[config.mk]
export PLATFORM = sky130hd
export DESIGN_NAME = planeSelect
export DESIGN_NICKNAME = d
export VERILOG_FILES = /design/src/rtl/hub75Pkg.sv /design/src/rtl/planeSelect.sv
export SDC_FILE = /design/constraint.sdc
export NUM_CORES = 1
export LEC_CHECK = 0
export ABC_AREA = 1
export ABC_CLOCK_PERIOD_IN_PS = 1190
export BUFFER_PORTS_ARGS = -buffer_cell sky130_fd_sc_hd__buf_2
export CAP_MARGIN = 10
export CELL_PAD_IN_SITES_DETAIL_PLACEMENT = 2
export CELL_PAD_IN_SITES_GLOBAL_PLACEMENT = 2
export CORE_MARGIN = 4
export CORE_UTILIZATION = 20
export DETAILED_ROUTE_END_ITERATION = 7
export PLACE_DENSITY_LB_ADDON = 0.1
export SETUP_SLACK_MARGIN = 0.15
export SLEW_MARGIN = 20
export SYNTH_ARGS = -nofsm -noshare
export SYNTH_HDL_FRONTEND = slang
export SYNTH_SLANG_ARGS = --single-unit
[constraint.sdc]
create_clock -name ClockB -period 1.19 [get_ports ClockB]
set_input_delay 0.238 -clock ClockB [delete_from_list [all_inputs] [get_ports ClockB]]
set_output_delay 0.238 -clock ClockB [all_outputs]
set_load 0.05 [all_outputs]
[src/rtl/hub75Pkg.sv]
package hub75Pkg;

    // panel geometry for a 64x32 panel driven as two 16-row halves
    localparam int PanelWidth = 64;
    localparam int PanelHalfHeight = 16;
    localparam int BytesPerPixel = 2;
    localparam int NumSubpanels = 2;

    // byte write data width
    localparam int ByteBits = 8;

    // pixel index inside one half, row * 64 + column
    localparam int PixelAddrBits = $clog2(PanelWidth * PanelHalfHeight);

    // host byte address is {subpanel, pixel, byte select}
    localparam int WriteAddrBits = $clog2(NumSubpanels) + PixelAddrBits
                                   + $clog2(BytesPerPixel);

    // bit planes for binary coded modulation, only 0..4 are legal
    localparam int NumPlanes = 5;
    localparam int PlaneBits = 3;

    // one stored pixel
    // the write side sees two bytes and the scan side sees RGB565 fields
    typedef union packed {
        // index 0 is the low byte
        logic [BytesPerPixel-1:0][ByteBits-1:0] bytes;
        struct packed {
            logic [4:0] red;
            logic [5:0] green;
            logic [4:0] blue;
        } rgb;
    } pixelWordT;

endpackage

[src/rtl/planeSelect.sv]
`timescale 1ns/1ps

// picks the bits of one plane from both halves and registers them
module planeSelect (
    input logic ClockB,
    input logic rstN,
    input logic inValid,
    input logic [hub75Pkg::PlaneBits-1:0] inPlane,
    input logic [hub75Pkg::PixelAddrBits-1:0] inAddr,
    input hub75Pkg::pixelWordT upper,
    input hub75Pkg::pixelWordT lower,
    output logic outValid,
    input logic outReady,
    output logic stall,
    output logic [5:0] colour,
    output logic [hub75Pkg::PixelAddrBits-1:0] outAddr,
    output logic [hub75Pkg::PlaneBits-1:0] outPlane
);

    logic [hub75Pkg::PlaneBits-1:0] greenBit;
    logic planeLegal;
    logic [5:0] colourNext;
    logic load;

    // green has six bits, its plane p sits one position higher
    assign greenBit = inPlane + hub75Pkg::PlaneBits'(1);
    assign planeLegal = (inPlane < hub75Pkg::PlaneBits'(hub75Pkg::NumPlanes));

    // R1 G1 B1 from the upper half, R2 G2 B2 from the lower half, msb first
    always_comb begin
        colourNext = '0;
        if (planeLegal) begin
            colourNext = {
                upper.rgb.red[inPlane],
                upper.rgb.green[greenBit],
                upper.rgb.blue[inPlane],
                lower.rgb.red[inPlane],
                lower.rgb.green[greenBit],
                lower.rgb.blue[inPlane]
            };
        end
    end

    // register full and not taken
    assign stall = outValid && !outReady;
    // empty or being taken this cycle
    assign load = !stall;

    always_ff @(posedge ClockB or negedge rstN) begin
        if (!rstN) begin
            outValid <= 1'b0;
            colour <= '0;
            outAddr <= '0;
            outPlane <= '0;
        end else if (load) begin
            outValid <= inValid;
            colour <= colourNext;
            outAddr <= inAddr;
            outPlane <= inPlane;
        end
    end

endmodule

# --- After elaboration in Yosys (flattened, before gate mapping) ---
# Index checks and enable logic that the tools add are counted.
classes:
  add_sub_neg: 1
  order_cmp: 3
  muxes: 13
  n_reduce_logical: 2
ops:
  columns: ["cell", "count"]
  rows:
  - ["1-bit binary-select mux with 3-bit select", 6]
  - ["3-bit by 4-bit < comparator with 1-bit output (second input constant)", 2]
  - ["1-bit 2-to-1 mux", 6]
  - ["6-bit 2-to-1 mux", 1]
  - ["3-bit by 1-bit adder with 3-bit output (second input constant)", 1]
  - ["3-bit < comparator (second input constant)", 1]
  - ["1-bit logical AND", 1]
  - ["1-bit zero test", 1]
totals:
  ff_bits: 20
  word_cells: 23

# --- Longest topological paths before layout ---
# Gate-level depths: netlist (run 1).
depth:
  word_depth: 4
  mapped_depth: 9
  mapped_depth_nobuf: 9

# --- Least setup slack after synthesis (run 1) ---
# No wires, ideal clock.
synth_path:
  path_kind: "register to output"
  from: "reg outValid"
  to: "out stall"
  arrival_time_ps: 1238
  t_required_ps: 952
  path_slack_ps: -286
  path_stages_with_launch: 4
  path_buffers: 1
  cell_sequence: "dfrtp_1 inv_1 nor2_2 buf_2"
synth_between:
  elab_chain_len: 1
synth_lines:
  columns: ["item", "line", "rtl"]
  rows:
  - ["from (decl)", "planeSelect.sv:12", "output logic outValid,"]
  - ["from (signal assigned)", "planeSelect.sv:56", "outValid <= inValid;"]
  - ["1-bit logical AND", "planeSelect.sv:45", "assign stall = outValid && !outReady;"]
  - ["to (decl)", "planeSelect.sv:14", "output logic stall,"]
# Every way passes these cells.

# --- Worst setup path in the final report (run 1) ---
# Ends and elaborated chain as after synthesis.

==> summary.md, run 1 <==
| Metric | Value |
|---|---|
| Root buffer cell | clkbuf_8 |
| Max-slew violations | 0 |
| PnR worst setup slack | -0.00299 ns |
| Wirelength, routed | 4150 um |
| Period utilization | 1.00 |
| CTS H-Tree Depth | 1 |
| Fillcell total | 626 |
| Diode count | 0 |
| Syn_area_per_cell | 6.77 sq um |
| Layout cells sized above 1 | 0.426 |
| Commonest non-fill, non-tap cell in the layout | nand2_1 |
| Layout area overhead | 74.1% |
| Leak | 0.00110 uW |
| Vias in the first global route | 1510 |
| Total power | 2230 uW |
| CTS max path bufs | 2 |
| Starting density of the core | 0.211 |
| Worst path arrival time | 0.95 ns |
| First-pass GRT wire length | 6580 um |
| WL per Instance | 12.7 um |
| Crit-path max cell delay | 0.37 ns |
| F_max | 838 MHz |
| Pin count of the biggest net entering global routing | 21 |
| Area post-placement | 1560 sq um |
| Setup TNS Final | -0.00299 ns |
| Max cap viols | 0 |
| Die Height | 82.3 um |
| Synth Net Count | 213 |
| Fin util | 0.367 |
| ANT nets after route | 0 |
| Final setup vio count | 1 |
| Unique masters post-synth | 17 |
| Num CTS Buffers | 3 |
| Worst Max-Slew Pin Slew | 0.460 ns |
| Synth area leader | dfrtp_1 |
| Status | complete, but fails checks |
| Unrepaired setup endpoints after global routing | true |
| Net count, final | 307 |
| # DRC | 0 |
| Clk sinks | 20 |
| Vias post-DR | 1337 |
| Port bufs | 69 |
| Yosys warns | 0 |
| Cell Rows | 26 |
| Clk_lat worst skew | 0.26 ns |
| Remaining Overflow, GRT | 0 |
| Share of the synthesized area in the top cell type | 0.454 |
| DRT Pass-1 Iters | 4 |
| Initial antenna violation count | 0 |
| Critical Path Source Type | flop |
| Register bit count reported by yosys | 20 |
| Synth area leaders | dfrtp_1 (45%), nand2_1 (30%), inv_1 (4.8%), nor2_1 (4.1%), o21ai_0 (3.6%) |
| CTS clock-pin slew for the worst setup and hold paths | 0.08 ns |
| I/O pin cnt | 70 |
| CTS tree | yes |
| Post-Synthesis Cell Area | 1100 sq um |
| Core Area | 5240 sq um |
| Crit-path cells | inv_2, nor2_4, buf_8 |
| CP endpoint kind | output port |
| Failing checks | setup timing |
| Crit Path Max Fanout | 3 |
| Post-DP HPWL | 3260 um |
| Period minus WS final | 1.19 ns |
| Die footprint | 6770 sq um |
| Iter 0 DRT Violations | 36 |
| Pwr Density | 1160 nW/um^2 |
| Post-synthesis sequential area ratio | 0.454 |
| HP Class | primary input to flop |
| Mapped Cells | 163 |
| Slew margin rel. | 0.693 |
| Total global routing track utilization | 0.127 |
| Worst path slowest cell | dfrtp_2 |
| VDD IR max | 0.349 mV |
| Critical Path RT | 0.95 ns |
| Clock Skews | 0.00544 ns |
| Final instance area | 1920 sq um |
| Die W | 82.3 um |
| Commonest non-fill, non-tap cells in the layout | nand2_1 (87), buf_2 (49), buf_4 (22) |
| Final Hold Viols | 0 |
| GPL Wtd Cong | 0.714 |
| Crit Path Class | flop to output port |
| Vias per cell | 4.10 |
-- where the power goes --
group / internal [uW] / switching (uW) / total (uW) / leakage (uW)
combinational: 375 / 534 / 909 / 0.000828
clock: 294 / 222 / 516 / 0.0000288
sequential: 752 / 53.3 / 805 / 0.000243
-- area by class of cell --
| class | count | area, sq um | share of cell area |
|---|---|---|---|
| multi-input combinational | 122 | 539 | 0.281 |
| clock buffer | 4 | 55.1 | 0.0286 |
| sequential | 20 | 502 | 0.261 |
| inverter | 16 | 62.6 | 0.0326 |
| tap | 70 | 87.6 | 0.0456 |
| timing repair buffer | 94 | 676 | 0.352 |
-- kinds of logic after synthesis --
family | Yosys count | synth area share
compound gates | 14 | 0.0726
xor+xnor | 1 | 0.00794
fa+ha+maj | 1 | 0.0113
buf+inv | 21 | 0.0850
flops | 20 | 0.454
simple gates | 106 | 0.370
-- through the flow --
step	instances	hold WS, ns	worst slack, ns
after global placement	304	0.212	-0.105
after detailed placement	304	0.217	-0.194
after global routing	326	0.166	-0.0671
after CTS	317	0.160	-0.0199
final	326	0.176	-0.00299
after floorplan	163	-0.0576	0.0162
-- metal layers --
| layer | wire (um) | global-route usage | part of all wire |
|---|---|---|---|
| met1 | 1760 | 0.146 | 0.43 |
| met2 | 2060 | 0.234 | 0.50 |
| met3 | 253 | 0.0195 | 0.061 |
| met4 | 71 | 0.0498 | 0.017 |
| met5 | 0 | 0 | 0 |
-- Yosys cell counts --
| library cell | number |
|---|---|
| buf_2 | 3 |
| nand3_1 | 4 |
| inv_1 | 14 |
| clkinv_1 | 1 |
| buf_4 | 1 |
| a21oi_1 | 2 |
| dfrtp_1 | 20 |
| or2_2 | 1 |
| inv_2 | 1 |
| nand2_1 | 88 |
| o211ai_1 | 4 |
| nor2_2 | 1 |
| xnor2_1 | 1 |
| ha_1 | 1 |
| buf_6 | 1 |
| o21ai_0 | 8 |
| nor2_1 | 12 |
-- registers in the layout (all words and copies together) (netlist names) --
name and cells:
outValid 1, colour 6, outAddr 10, outPlane 3
-- what timing repair did --
item                                    4_1_cts  5_1_grt
endpoints found under the hold margin        20        0
hold buffers                                  1        0
resized for setup                            50        6
endpoints found under the setup margin       37       41
pin swaps                                     2        1
buffers inserted                              8        9
-- path summary, 6_finish.rpt --
check | startpoint | endpoint | slack [ns] | cells after the start
setup reg to reg | outValid$_DFFE_PN0N_ | colour[1]$_DFFE_PN0N_ | 0.06 | 8
setup / recovery | outValid$_DFFE_PN0N_ | stall | -0.003 | 3
max in group asynchronous | rstN | outValid$_DFFE_PN0N_ | 0.39 | 2
hold / removal | inValid | outValid$_DFFE_PN0N_ | 0.18 | 2
hold reg to reg | outAddr[2]$_DFFE_PN0N_ | outAddr[2]$_DFFE_PN0N_ | 0.50 | 2
min in group asynchronous | rstN | outAddr[6]$_DFFE_PN0N_ | 0.46 | 2
-- worst max-delay path, delay by kind of cell (launching register included) --
family | cells | cell delay (ns)
buffers and inverters | 2 | 0.20
DFF | 1 | 0.37
and+or+nand+nor | 1 | 0.12
Note: power is estimated with default switching activity, not from simulation.
==> run 2: changes to the inputs <==
--- a/config.mk
+++ b/config.mk
@@ -14,7 +14,7 @@
 export CORE_MARGIN = 4
 export CORE_UTILIZATION = 20
 export DETAILED_ROUTE_END_ITERATION = 7
-export PLACE_DENSITY_LB_ADDON = 0.1
+export PLACE_DENSITY = 0.8
 export SETUP_SLACK_MARGIN = 0.15
 export SLEW_MARGIN = 20
 export SYNTH_ARGS = -nofsm -noshare
==> run 2 against run 1 <==
  * The run still ends with setup timing left
  * Die area unchanged
  * Power increased by 6.0%
  * First-iteration DRC count decreased by 33%
  * Fmax decreased by 2.7%
  * Combinational power decreased by 3.6%
  * Flip-flop and latch count unchanged
  * Critical path depth unchanged
  * Clock-buffer cell count decreased by 1
  * Critical endpoint unchanged
==> summary.md, run 2 (same netlist as run 1, synthesis figures left out) <==
| Metric | Value |
|---|---|
| Status | complete, but fails checks |
| Failing checks | setup timing |
| Final Hold Viols | 0 (unchanged) |
| Clock Skews | 0.00833 ns (+0.00289 ns) |
| Clk_lat worst skew | 0.26 ns (about the same) |
| WP buf/inv | 2 (unchanged) |
| # DRC | 0 (unchanged) |
| Period minus WS final | 1.23 ns (+0.0332 ns) |
| Diode count | 0 (unchanged) |
| Worst path top cell family by delay | flip-flops |
| WL met2 | 2250 um (+9.5%) |
| Root buffer cell | clkbuf_8 |
| Pwr Density | 1250 nW/um^2 (+7.4%) |
| Die W | 82.3 um (unchanged) |
| Top Registers | outAddr (10), colour (6), outPlane (3) |
| Remaining Overflow, GRT | 0 (unchanged) |
| Commonest non-fill, non-tap cell in the layout | nand2_1 |
| Layout area overhead | 72.0% |
| GPL Wtd Cong | 0.741 (+3.7%) |
| Iter 0 DRT Violations | 24 (-33%) |
| DRT Pass-1 Iters | 4 (unchanged) |
| I/O pin cnt | 70 (unchanged) |
| CTS tree | yes |
| Vias post-DR | 1348 (+0.82%) |
| Hold Worst Slack | 0.175 ns (-0.000654 ns) |
| CTS clock-pin slew for the worst setup and hold paths | 0.08 ns (about the same) |
| WL per Instance | 13.1 um (+2.7%) |
| PnR worst setup slack | -0.0362 ns (-0.0332 ns) |
| Worst path arrival time | 0.99 ns (+0.04 ns) |
| Num CTS Buffers | 3 (unchanged) |
| Die Height | 82.3 um (unchanged) |
| CTS max path bufs | 2 (unchanged) |
| Post-DP HPWL | 3290 um (+0.77%) |
| Clk sinks | 20 (unchanged) |
| Starting density of the core | 0.211 (unchanged) |
| Period utilization | 1.03 (+0.0279) |
| Multi-input logic area | 527 sq um (-2.3%) |
| Net count, final | 304 (-0.98%) |
| Storage element area | 502 sq um (unchanged) |
| Top sig layer | met4 |
| Port bufs | 69 (unchanged) |
| Reg2reg start | outValid$_DFFE_PN0N_ |
| Core Area | 5240 sq um (unchanged) |
| Critical Path Source Type | flop |
| Critical Path End | stall |
| Crit Path Max Fanout | 4 (+1) |
| Vias per cell | 4.17 (+1.8%) |
| Crit-path max cell delay | 0.37 ns (about the same) |
| F_max | 816 MHz (-2.7%) |
| Initial antenna violation count | 0 (unchanged) |
| ANT nets after route | 0 (unchanged) |
| Worst Reg-to-Reg Cells | 8 (unchanged) |
| WL met1 | 1730 um (-1.9%) |
| Flip-flop count of the largest register, all copies and words added | 10 (unchanged) |
| Fillcell total | 648 (+3.5%) |
| Worst Max-Slew Pin Slew | 0.466 ns (+0.00636 ns) |
| Post-Layout Cell Count | 323 (-0.92%) |
| Slew margin rel. | 0.689 (-0.00424) |
| Layout cells sized above 1 | 0.407 (-0.0187) |
| Max cap viols | 0 (unchanged) |
| Cell Rows | 26 (unchanged) |
| CP endpoint kind | output port |
| Wirelength, routed | 4220 um (+1.8%) |
| Pin count of the biggest net entering global routing | 21 (unchanged) |
| Crit-path cells | inv_2, nor2_4, buf_8 |
| R2R Setup Slk | 0.05 ns (about the same) |
| Unrepaired setup endpoints after global routing | true |
| Leak | 0.00109 uW (-1.1%) |
| Die footprint | 6770 sq um (unchanged) |
| Crit Path Class | flop to output port |
| Final setup vio count | 1 (unchanged) |
| Commonest non-fill, non-tap cells in the layout | nand2_1 (87), buf_2 (49), buf_6 (20), buf_4 (20), dfrtp_1 (19) |
| First-pass GRT wire length | 6800 um (+3.5%) |
| Max-slew violations | 0 (unchanged) |
| HP Class | primary input to flop |
| Worst path slowest cell | dfrtp_2 |
| VDD IR max | 0.509 mV (+46%) |
| Critical Path RT | 0.95 ns (about the same) |
| RR Endpoint | colour[4]$_DFFE_PN0N_ |
| Met3 wire len | 225 um (-11%) |
| Total global routing track utilization | 0.132 (+0.00438) |
| CTS H-Tree Depth | 1 (unchanged) |
| Critical Path Start | outValid$_DFFE_PN0N_ |
| Vias in the first global route | 1472 (-2.5%) |
| CP Depth | 3 (unchanged) |
| Placed insts | 305 (+0.33%) |
| Largest Register | outAddr |
## run 2: timing repair
item | in CTS | in global routing
endpoints found under the hold margin | 20 | 0
setup endpoints to repair | 34 | 40
gates resized for setup | 48 | 0
pin swaps | 2 | 0
hold buffers | 1 | 0
setup buffers | 9 | 4
## run 2: how the worst min path moves through the flow
stage,start,end,slack [ns],depth (start not counted)
2_1_floorplan,rstN,colour[0]$_DFFE_PN0N_,-0.06,0
3_3_place_gp,rstN,outPlane[0]$_DFFE_PN0N_,0.22,1
3_5_place_dp,rstN,outPlane[0]$_DFFE_PN0N_,0.23,1
4_1_cts,inAddr[6],outAddr[6]$_DFFE_PN0N_,0.16,3
5_1_grt,inValid,outValid$_DFFE_PN0N_,0.18,2
6_report,inAddr[4],outAddr[4]$_DFFE_PN0N_,0.18,3
## run 2: metrics by stage
step	setup slack, ns	TNS (ns)	area (sq um)	total power, uW	utilization
final	-0.0362	-0.0362	1900	2370	0.362
after global routing	-0.0823	-0.378	1900	2510	0.362
after detailed placement	-0.175	-0.456	1570	1520	0.300
after floorplan	0.0162	0	1120	1270	-
after global placement	-0.104	-0.216	1570	1510	0.300
after CTS	-0.0375	-0.0375	1870	2380	0.357
## run 2: worst reg2reg max path: cells and delay by family, from the launching register on
| kind | cells | cell delay (ns) |
|---|---|---|
| DFF | 1 | 0.37 |
| and+or+nand+nor | 4 | 0.34 |
| buffers and inverters | 4 | 0.31 |
## run 2: per-layer routing
| layer | global-route usage | vias to the layer above |
|---|---|---|
| met5 | 0 | - |
| met4 | 0.0199 | 0 |
| met3 | 0.0347 | 2 |
| met2 | 0.244 | 31 |
| met1 | 0.153 | 643 |
| li1 | - | 672 |
## run 2: cell type report
cell class,instances,area share
clock buffers,3,0.0218
clock inverters,1,0.0158
inverters,16,0.0343
multi-input cells,122,0.278
flip-flops and latches,20,0.264
well taps,70,0.0461
repair buffers,91,0.340
## run 2: power by group
part / internal, uW / leakage, uW / total, uW / switching, uW
clock: 449 / 0.0000357 / 682 / 233
sequential: 752 / 0.000243 / 808 / 55.6
combinational: 355 / 0.000809 / 876 / 522
